<file path="config.mk">
export PLATFORM = sky130hd
export DESIGN_NAME = channel_line_buffer
export DESIGN_NICKNAME = d
export VERILOG_FILES = /design/src/logic/rx_pkg.sv /design/src/logic/channel_line_buffer.sv
export SDC_FILE = /design/constraint.sdc
export NUM_CORES = 1
export LEC_CHECK = 0
export CELL_PAD_IN_SITES_DETAIL_PLACEMENT = 0
export CELL_PAD_IN_SITES_GLOBAL_PLACEMENT = 1
export CORE_ASPECT_RATIO = 0.7
export CORE_MARGIN = 5
export CORE_UTILIZATION = 40
export DETAILED_ROUTE_END_ITERATION = 12
export DONT_BUFFER_PORTS = 1
export PLACE_DENSITY = 0.74
export SYNTH_ARGS = -nofsm -noshare
export SYNTH_HDL_FRONTEND = slang
export SYNTH_SLANG_ARGS = --single-unit
</file>
<file path="constraint.sdc">
create_clock -name avalon_clk -period 24.5 [get_ports avalon_clk]
set_input_delay 7.35 -clock avalon_clk [delete_from_list [all_inputs] [get_ports avalon_clk]]
set_output_delay 7.35 -clock avalon_clk [all_outputs]
set_load 0.01 [all_outputs]
</file>
<file path="src/logic/rx_pkg.sv">
package rx_pkg;

	//////////////////////////////
	// lane word geometry
	//////////////////////////////
	localparam int sample_w   = 16;			// one front-end data word
	localparam int line_words = 16;			// words packed into one dram line
	localparam int line_w     = sample_w * line_words;	// 256 bit line
	localparam int ts_w       = 16;			// free-running timestamp width

	typedef logic [ts_w-1:0] ts_t;			// cycle count since reset, wraps

	//////////////////////////////
	// lane words
	//////////////////////////////

	// raw word as it arrives from a front-end board, 20 bits
	typedef struct packed {
		logic [sample_w-1:0] data;		// decoded word
		logic [1:0]          datak;		// control word flag, one per byte
		logic [1:0]          syncstatus;	// word aligner lock, one per byte
	} rx_lane_t;

	// qualified word after lane_ingress
	typedef struct packed {
		logic                valid;		// synced data word present
		logic [sample_w-1:0] data;		// payload
	} sample_t;

endpackage

</file>
<file path="src/logic/channel_line_buffer.sv">
`timescale 1ns/1ps

module channel_line_buffer (
	input  logic                      avalon_clk,
	input  logic                      rst_n,
	input  rx_pkg::sample_t           sample,		// qualified lane word
	input  logic                      line_take,	// pulse from write controller
	output logic                      line_ready,	// oldest slot holds a line
	output logic [rx_pkg::line_w-1:0] line_data,	// oldest full slot
	output logic                      overflow		// sticky, a word was lost
);

	localparam int cnt_w = $clog2(rx_pkg::line_words);

	logic [cnt_w-1:0]          word_cnt;	// next word position in fill line
	logic [rx_pkg::line_w-1:0] fill_q;		// line being packed
	logic [rx_pkg::line_w-1:0] fill_word;	// fill line with this cycle's word
	logic                      fill_done;	// fill line complete, no slot yet
	logic [rx_pkg::line_w-1:0] slot_q [2];	// two lines in flight
	logic [1:0]                slot_full;
	logic                      rd_ptr;		// oldest slot
	logic                      wr_ptr;		// next free slot
	logic                      slot_free;
	logic                      accept;		// word goes into fill line
	logic                      complete;	// sixteenth word this cycle
	logic                      move;		// parked fill line into a slot
	logic                      slot_wr;

	assign slot_free = ~&slot_full;
	assign wr_ptr    = slot_full[rd_ptr] ? ~rd_ptr : rd_ptr;
	assign move      = fill_done && slot_free;
	assign accept    = sample.valid && (!fill_done || slot_free);
	assign complete  = accept && (word_cnt == cnt_w'(rx_pkg::line_words - 1));
	assign slot_wr   = move || (complete && slot_free);

	// word 0 lands in bits 15:0, later words stack upward
	always_comb begin
		fill_word = fill_q;
		fill_word[word_cnt*rx_pkg::sample_w +: rx_pkg::sample_w] = sample.data;
	end

	//////////////////////////////
	// line storage
	//////////////////////////////
	always_ff @(posedge avalon_clk) begin
		if (accept) begin
			fill_q <= fill_word;
		end
		if (slot_wr) begin
			// a parked line goes first, otherwise the line just finished
			slot_q[wr_ptr] <= move ? fill_q : fill_word;
		end
	end

	//////////////////////////////
	// occupancy
	//////////////////////////////
	always_ff @(posedge avalon_clk) begin
		if (!rst_n) begin
			word_cnt  <= '0;
			fill_done <= 1'b0;
			slot_full <= 2'b00;
			rd_ptr    <= 1'b0;
			overflow  <= 1'b0;
		end else begin
			if (accept) begin
				word_cnt <= word_cnt + 1'b1;	// wraps to 0 after word 15
			end
			if (complete && !slot_free) begin
				fill_done <= 1'b1;		// both slots busy, park it
			end else if (move) begin
				fill_done <= 1'b0;
			end
			if (line_take && slot_full[rd_ptr]) begin
				slot_full[rd_ptr] <= 1'b0;	// free in the cycle after the pulse
				rd_ptr            <= ~rd_ptr;
			end
			if (slot_wr) begin
				slot_full[wr_ptr] <= 1'b1;	// never the slot being taken
			end
			if (sample.valid && fill_done && !slot_free) begin
				overflow <= 1'b1;		// slots and fill line all full
			end
		end
	end

	assign line_ready = slot_full[rd_ptr];
	assign line_data  = slot_q[rd_ptr];

endmodule

</file>
==> run metrics <==
outcome=complete, no violations; detailed-route wire length per cell=25.4 µm; worst slew pin tran=1.31 ns; synthesis-to-layout area growth=10.9%; post-synth cell types=48; die span in y=252 µm; layout cells sized above 1=41.2%; Vias=16954; RSZ-0062 raised after global routing=no; First-pass DRT Iterations=5; Synth area leaders=edfxtp_1 69%, mux2_2 22%, o21ai_0 1.9%; r2r startpoint=word_cnt[0]$_SDFFE_PN0P_; Setup Fix Bufs, Post-CTS=0; Setup Skew=0.0147 ns; switching share of power=20.3%; Worst Path Required=17.15 ns; final setup margin=13.71 ns; Max-cap violations=0; clock tree buffer depth=3; Synth top area share=68.7%; CP Max Fanout=67; Psw=573 µW; largest net degree at the start of global routing=141; initial antenna violation count=10; total routed wirelength=80.0 mm; Worst Hold Class=reg -> reg; FMAX=92.7 MHz; global-route usage over all layers=17.3%; fillers=7063; Port Buf Inserts=0; worst skew pair latency=0.62 ns; total gr overflow=0; share of power burned in registers=53.6%; # DRC=0; post-synthesis sequential area ratio=69.3%; worst r2r path cells=7; clk slew on worst S/H paths=0.06 ns; Initial Util=40.5%; Setup WS pre-CTS=14.15 ns; EDFF count, synth=768; met2 wire length=35.7 mm; Final min period=10.79 ns; metal1 wirelength=35.0 mm; Logic pwr share=3.6%; CTS Hold Bufs=0; Mapped Cells=1986; Post-Syn Nets=2009; P_leak=12.2 nW; Setup CP Type=reg -> out; Synth warnings=0; die area=0.0899 mm²; vias in the first global route=17116; Hold Crit Depth=2; # rows=88; synthesized area=0.0336 mm²; count leader, synth=edfxtp_1; Max VDD drop=51.4 µV; Vias/cell=5.39; setup TNS=0 ns; ANT nets after route=0; HPWL after DPL=49.6 mm; Highest Signal Layer=met4; Final Max Slew Viols=0; leading area contributor after synthesis=edfxtp_1; Starting DRT DRC Count=1642; Top Ports=278; crit end category=output port; clock root buffer=clkbuf_16; Top FF cell, synth=edfxtp_1; Slew HR=12.6%; fin crit share=44.0%; flops & latches, synth=778; r2r endpoint=slot_q[0][168]$_DFFE_PP_; core box area=0.0828 mm²; WP data arrival=3.44 ns; clock sink total=778; first-pass GRT wire length=116 mm; Async SR Flop Fraction=0%; RD Place Congestion=0.788; final setup vio count=0; final hold viol count=0; Util after Layout=45.0%; metal3 WL=7.76 mm; Mapped Avg Cell Area=16.9 µm²; power share of the clock group=42.8%; H-tree levels=3; synth cell count leaders=768 x edfxtp_1, 642 x mux2_2, 143 x nand2_1; nets=1985; cts repair resizes=0; Die W=356 µm; Worst Setup EP=line_data[215]; CTS buffer count=78; P per Cell Area=75.7 mW/mm²; CTS tree=yes; Startpoint Class=register; internal power=2.25 mW; setup slack, reg-to-reg=20.45 ns; Power Total=2.82 mW
registers in the layout (all words and copies together), names as in the netlist, named ones only:
name       flops
slot_full      2
fill_q       256
rd_ptr         1
fill_done      1
overflow       1
word_cnt       4
slot_q       512
worst max-delay path, stage by stage (launching register included):
cell and delay (ns):
dfxtp_4 0.71, buf_4 0.82, buf_4 0.67, mux2_2 0.45
metal layers:
layer / track usage (%) / up-vias
li1: - / 7578
met2: 26.4 / 670
met5: 0 / -
met3: 5.35 / 101
met4: 4.08 / 0
met1: 24.6 / 8605
through the flow:
stage,hold WS (ns),area [µm²],instances
detailed placement,0.540,34700,3007
floorplan,0.513,33600,1986
CTS,0.555,37200,3147
global route,0.573,37200,3147
global placement,0.532,34700,3007
finish,0.551,37200,3148
final cells by class:
type | count | area (µm²) | area share [%]
inverter | 9 | 41.3 | 0.111
timing repair buffer | 25 | 188 | 0.504
tap | 1125 | 1410 | 3.78
clock buffer | 93 | 2070 | 5.56
sequential | 778 | 23300 | 62.5
antenna | 1 | 2.50 | 0.00672
clock inverter | 47 | 492 | 1.32
multi-input combinational | 1070 | 9770 | 26.2
cells in the final DEF (no fill, tap or decap), types with 7 or more instances in the layout:
cell | synthesis | layout
bufinv_16 | 0 | 10
edfxtp_1 | 768 | 768
buf_4 | 8 | 25
nand2_1 | 143 | 143
mux2_4 | 20 | 20
clkinv_1 | 0 | 16
dfxtp_1 | 10 | 9
clkinv_2 | 0 | 14
mux2_2 | 642 | 642
clkbuf_1 | 86 | 12
clkbuf_16 | 0 | 81
inv_1 | 9 | 8
nand3_1 | 7 | 7
o21ai_0 | 128 | 128
and2_1 | 55 | 55
cell families after synthesis:
| family | Yosys count | synth area share [%] |
|---|---|---|
| AO/OA/AOI/OAI | 146 | 2.43 |
| XOR/XNOR | 5 | 0.153 |
| adder cells (fa/ha/maj) | 3 | 0.112 |
| buffers and inverters | 138 | 1.83 |
| flip-flops | 778 | 69.3 |
| multiplexers | 662 | 22.4 |
| AND/OR/NAND/NOR | 254 | 3.75 |
how the worst min path moves through the flow:
stage	start	to	slack, ns
after floorplan	word_cnt[1]$_SDFFE_PN0P_	word_cnt[1]$_SDFFE_PN0P_	0.51
after global placement	fill_q[35]$_DFFE_PP_	fill_q[35]$_DFFE_PP_	0.53
after detailed placement	fill_q[41]$_DFFE_PP_	fill_q[41]$_DFFE_PP_	0.54
after CTS	fill_q[41]$_DFFE_PP_	fill_q[41]$_DFFE_PP_	0.55
after global routing	fill_q[66]$_DFFE_PP_	fill_q[66]$_DFFE_PP_	0.57
final	fill_q[66]$_DFFE_PP_	fill_q[66]$_DFFE_PP_	0.55
power by group through the flow:
stage	Combinational [mW]	Sequential, mW	Clock, mW
2_1_floorplan	0.0808	1.54	0
3_3_place_gp	0.0989	1.54	0
3_5_place_dp	0.104	1.54	0
4_1_cts	0.104	1.51	1.24
5_1_grt	0.114	1.51	1.29
6_report	0.103	1.51	1.21
No activity file was read; power rests on OpenSTA's default activity.
