**src/logic/rx_pkg.sv**
```systemverilog
package rx_pkg;

	//////////////////////////////
	// lane word geometry
	//////////////////////////////
	localparam int sample_w   = 16;			// one front-end data word
	localparam int line_words = 16;			// words packed into one dram line
	localparam int line_w     = sample_w * line_words;	// 256 bit line
	localparam int ts_w       = 16;			// free-running timestamp width

	typedef logic [ts_w-1:0] ts_t;			// cycle count since reset, wraps

	//////////////////////////////
	// lane words
	//////////////////////////////

	// raw word as it arrives from a front-end board, 20 bits
	typedef struct packed {
		logic [sample_w-1:0] data;		// decoded word
		logic [1:0]          datak;		// control word flag, one per byte
		logic [1:0]          syncstatus;	// word aligner lock, one per byte
	} rx_lane_t;

	// qualified word after lane_ingress
	typedef struct packed {
		logic                valid;		// synced data word present
		logic [sample_w-1:0] data;		// payload
	} sample_t;

endpackage

```
**src/logic/lane_ingress.sv**
```systemverilog
`timescale 1ns/1ps

module lane_ingress #(
	parameter int num_lanes = 8,
	parameter logic [rx_pkg::sample_w-1:0] trig_threshold = 16'h0800
) (
	input  logic             avalon_clk,
	input  logic             rst_n,
	input  rx_pkg::rx_lane_t lanes [num_lanes],	// raw words, one per board
	output rx_pkg::sample_t  samples [num_lanes],	// qualified, one cycle late
	output logic             trigger_status,		// sticky first crossing
	output rx_pkg::ts_t      trigger_time_stamp		// time of that crossing
);

	rx_pkg::ts_t          ts_cnt;		// free-running stamp
	logic [num_lanes-1:0] lane_ok;		// word is synced data
	logic [num_lanes-1:0] lane_cross;	// data word above threshold

	//////////////////////////////
	// timestamp
	//////////////////////////////
	always_ff @(posedge avalon_clk) begin
		if (!rst_n) begin
			ts_cnt <= '0;			// 0 in the first cycle out of reset
		end else begin
			ts_cnt <= ts_cnt + 1'b1;	// wraps at 16 bits
		end
	end

	//////////////////////////////
	// qualification
	//////////////////////////////
	always_comb begin
		for (int i = 0; i < num_lanes; i++) begin
			// both bytes locked and neither one a control character
			lane_ok[i]    = (&lanes[i].syncstatus) && !(|lanes[i].datak);
			lane_cross[i] = lane_ok[i] && (lanes[i].data > trig_threshold);	// strict
		end
	end

	// sample register one cycle behind the lane input
	always_ff @(posedge avalon_clk) begin
		for (int i = 0; i < num_lanes; i++) begin
			samples[i].data <= lanes[i].data;
			if (!rst_n) begin
				samples[i].valid <= 1'b0;
			end else begin
				samples[i].valid <= lane_ok[i];	// drop k-chars and unsynced words
			end
		end
	end

	//////////////////////////////
	// trigger
	//////////////////////////////

	// all lanes share one stamp, so a tie still gives a single time
	always_ff @(posedge avalon_clk) begin
		if (!rst_n) begin
			trigger_status     <= 1'b0;
			trigger_time_stamp <= '0;
		end else if (!trigger_status && (|lane_cross)) begin
			trigger_status     <= 1'b1;		// holds until reset
			trigger_time_stamp <= ts_cnt;		// stamp of the crossing word
		end
	end

endmodule

```
**config.mk**
```make
export PLATFORM = sky130hd
export DESIGN_NAME = lane_ingress
export DESIGN_NICKNAME = d
export VERILOG_FILES = /design/src/logic/rx_pkg.sv /design/src/logic/lane_ingress.sv
export SDC_FILE = /design/constraint.sdc
export NUM_CORES = 1
export LEC_CHECK = 0
export ABC_AREA = 1
export BUFFER_PORTS_ARGS = -buffer_cell sky130_fd_sc_hd__buf_2
export CORE_AREA = 2 2 123 125
export DETAILED_ROUTE_END_ITERATION = 8
export DIE_AREA = 0 0 125 127
export GPL_TIMING_DRIVEN = 0
export HOLD_SLACK_MARGIN = 0.05
export PLACE_DENSITY = 0.67
export SLEW_MARGIN = 20
export SYNTH_ARGS = -nofsm -noshare
export SYNTH_HDL_FRONTEND = slang
export SYNTH_SLANG_ARGS = --single-unit
```
**constraint.sdc**
```tcl
create_clock -name avalon_clk -period 2 [get_ports avalon_clk]
set_clock_uncertainty 0.15 [all_clocks]
set_input_delay 0 -clock avalon_clk [delete_from_list [all_inputs] [get_ports avalon_clk]]
set_output_delay 0 -clock avalon_clk [all_outputs]
set_load 0.02 [all_outputs]
```
==> out/results.env <==
SYNTH_TOP_AREA_SHARE_PCT=67.47
CAP_VIOLATIONS=0
DP.CELLS=1023
MOSTFREQUENTLAYOUTCELL='sky130_fd_sc_hd__buf_2'
SEQUENTIAL_CELL_AREA_IN_THE_FINAL_LAYOUT_SQ_UM=3383
AREA.GROWTH.SYNTH_TO_FINAL_PCT=76.55
DRT-INITIAL-DRC-COUNT=188
MAPPEDNETLISTAREA_SQ_UM=5015
DRT-TOTAL-WL_UM=17540
MAXIMUM_FANOUT_ALONG_THE_WORST_PATH=2
WORSTPATHARRIVAL_NS=2.12
CLK_PIN_SLEW_WORST_PATHS_NS=0.07
CRITICAL_PATH.CELL_CHAIN='dlygate4sd3_1 > buf_2 > inv_1 > nand2_1 > dlygate4sd3_1 > nor3_1 > dlygate4sd3_1'
DP_HPWL_UM=11820
CTS_BUFFERS=17
GRT_SETUP_UNREPAIRED='false'
MAX_SLEW_MARGIN_VS_LIMIT_PCT=46.41
I_O_PIN_TOTAL=315
SETUP.WORST_PATH.END_CLASS='register'
NUM_ANTENNA_CELLS=0
POWER_PER_CELL_AREA_nW_PER_UM2=881.9
YOSYS.AREA.TOP_TYPE='sky130_fd_sc_hd__dfxtp_1'
YS_SEQ_ELEMENTS=169
CELLLEAKAGEPOWER_uW=0.004307
MAXSLEWVIOLCOUNT=0
FINAL_PERIOD_MINUS_WORST_SETUP_SLACK_NS=1.918
WORSTSETUPSTARTPOINTTYPE='input pin'
FINAL_MIN_PERIOD_OVER_CLOCK_PERIOD_PCT=95.88
CLK_PATH_BUF_DEPTH=2
TOT_GR_TRACK_USE_PCT=21.82
SETUP_TNS_NS=0
POST_ROUTE_CELLS_DRIVE_ABOVE_1_SHARE_PCT=37.82
FIRST_GLOBAL_VIAS=5409
RUN_STATUS='finished clean'
YS_TOP_CELLS_BY_AREA='sky130_fd_sc_hd__dfxtp_1 67%, sky130_fd_sc_hd__nor2_1 7.4%, sky130_fd_sc_hd__nand2_1 7.2%, sky130_fd_sc_hd__inv_1 3.6%, sky130_fd_sc_hd__nand3_2 2.8%'
WORST_SKEW_PAIR.LATE_LATENCY_NS=0.41
SETUP_VIOLATIONS=0
POST-ROUTE-DRC-COUNT=0
NETS=1170
CLOCK_TREE_FROM_TRITONCTS='yes'
MAPPEDNETLISTNETS=688
CLOCK_TREE.ROOT_CELL='sky130_fd_sc_hd__clkbuf_16'
FINAL_CELLS=1202
CRIT_TOP_CELL='sky130_fd_sc_hd__dlygate4sd3_1'
FINAL_CELL_MIX='316 x sky130_fd_sc_hd__buf_2, 169 x sky130_fd_sc_hd__dfxtp_1, 149 x sky130_fd_sc_hd__dlygate4sd3_1'
CRIT_REQUIRED_NS=2.20
WORST_PATH_MAX_DELAY_CELL='sky130_fd_sc_hd__dlygate4sd3_1'
FINALHOLDWORSTSLACK_NS=0.07842
CTS_NUM_SINKS=169
DRT_PRE_ANTENNA_ITERS=4
SYNTHESIS.INSTANCES=525
AREA_OCCUPIED_BY_MULTI_INPUT_GATES_SQ_UM=1380
DIE_WIDTH_UM=125
GRT_OVERFLOW_TOTAL=0
WORSTSETUPPATHTYPE='in -> reg'
MAXIMUM_CLOCK_RATE_GHz=0.5215
SYNTH_AREA_PER_CELL_SQ_UM=9.552
FLOORPLAN.CORE_AREA_SQ_UM=14420
WL_PER_CELL_UM=14.60
TYPE_OF_THE_WORST_MIN_DELAY_PATH='in -> reg'
SYNTH-SEQ-AREA-SHARE_PCT=67.47
INITIAL_UTILIZATION_PCT=34.77
HOLD_VIOLATIONS=0
GP_ROUTABILITY_CONGESTION=0.8075
DIE_AREA_SQ_UM=15880
WORST_PIN_SLEW_NS=0.8039
FLOORPLAN.DIE.HEIGHT_UM=127
PLACEMENTROWS=44
CP_SLOWEST_STAGE_DELAY_NS=0.60
SYNTHESIS.YOSYS.WARNINGS=0
DRT.ANTENNA.VIOLATING_NETS=0
NUMPORTBUFFERS=314
HTREE_LEVELS=4
VIAS_PER_CELL=4.345
ANTENNA_FOUND_INITIAL=0
GRT_FIRST_PASS_WIRELENGTH_UM=27030
YOSYS.CELL_TYPES.COUNT=23
GRT_START_MAX_NET_PINS=17
FILLER_CELL_COUNT=1146
NUMBER_OF_VIAS_IN_THE_ROUTED_LAYOUT=5223
POST-CTS-SETUP-BUFFERS=0
VDD.IR_DROP.WORST_mV=0.6661
[final cells by class]
cell class	instances	area share (%)
Tap cell	184	2.600
Sequential cell	169	38.21
Clock buffer	19	5.003
Buffer	10	0.7914
Multi-Input combinational cell	297	15.59
Inverter	49	2.077
Clock inverter	11	1.131
Timing Repair Buffer	463	34.60
[worst max-delay path, delay by kind of cell]
kind	cells	cell delay, ns
buf+inv	5	1.85
simple gates	2	0.27
[flip-flops by register name, indices dropped and copies added (netlist names)]
register            count
samples               136
ts_cnt                 16
trigger_time_stamp     16
trigger_status          1
[metal layers]
layer,global-route usage (%),up-vias,part of all wire [%]
li1,-,2595,-
met5,0,-,0
met4,8.758,0,2.8
met1,22.55,2348,37
met3,7.412,33,7.8
met2,40.57,247,52
[synth_stat cells]
library cell,instances
sky130_fd_sc_hd__a21oi_1,25
sky130_fd_sc_hd__xor2_1,1
sky130_fd_sc_hd__nor2_1,99
sky130_fd_sc_hd__nand2_1,96
sky130_fd_sc_hd__buf_4,2
sky130_fd_sc_hd__inv_1,48
sky130_fd_sc_hd__nor3_1,11
sky130_fd_sc_hd__nor2_2,11
sky130_fd_sc_hd__o21ai_0,8
sky130_fd_sc_hd__nor3_2,2
sky130_fd_sc_hd__ha_1,1
sky130_fd_sc_hd__nor4_1,4
sky130_fd_sc_hd__clkbuf_1,3
sky130_fd_sc_hd__nand3_2,14
sky130_fd_sc_hd__nor2_4,2
sky130_fd_sc_hd__nand2_2,4
sky130_fd_sc_hd__nand3_1,14
sky130_fd_sc_hd__o21ai_1,2
sky130_fd_sc_hd__buf_6,3
sky130_fd_sc_hd__buf_2,2
sky130_fd_sc_hd__nand3b_1,3
sky130_fd_sc_hd__inv_2,1
sky130_fd_sc_hd__dfxtp_1,169
[through the flow]
| stage | total power [uW] | worst slack [ns] | instance area (sq um) | util [%] |
|---|---|---|---|---|
| after floorplan | 4161 | 0.4178 | 5015 | - |
| after detailed placement | 4606 | 0.2470 | 6817 | 47.26 |
| after global routing | 8137 | 0.01307 | 8853 | 61.38 |
| after global placement | 4588 | 0.2582 | 6817 | 47.26 |
| after CTS | 7834 | 0.2117 | 8851 | 61.36 |
| final | 7808 | 0.08245 | 8853 | 61.38 |
[cell families (layout without fill, tap and decap cells)]
group	count (synthesis)	in the layout	share of synthesized area [%]
DFF	169	169	67.46
adders and majority gates	1	1	0.2495
xor gates and xnor gates	1	1	0.1747
and+or+nand+nor	260	260	23.55
buffers and inverters	59	552	5.065
AOI/OAI and AO/OA	35	35	3.493
[repair_timing]
action,CTS,global route
hold buffers,149,0
endpoints found under the hold margin,144,0
setup endpoints to repair,0,6
resized for setup,0,1
[path summary, 6_finish.rpt]
kind                          from                    end  slack, ns  cells past startpoint
max                     lanes[102]           samples[101]       0.08                      7
min                     lanes[154]           samples[129]       0.08                      2
max reg2reg              ts_cnt[0]             ts_cnt[12]       0.26                     10
min reg2reg  trigger_time_stamp[8]  trigger_time_stamp[8]       0.32                      2
[where the power goes]
part	internal (uW)	leakage, uW	total, uW	switching [uW]
sequential	3550	0.00141	3610	59.0
clock	1730	0.000254	3040	1300
combinational	527	0.00264	1160	633
total	5810	0.00431	7810	2000
Note: power is estimated with default switching activity, not from simulation.
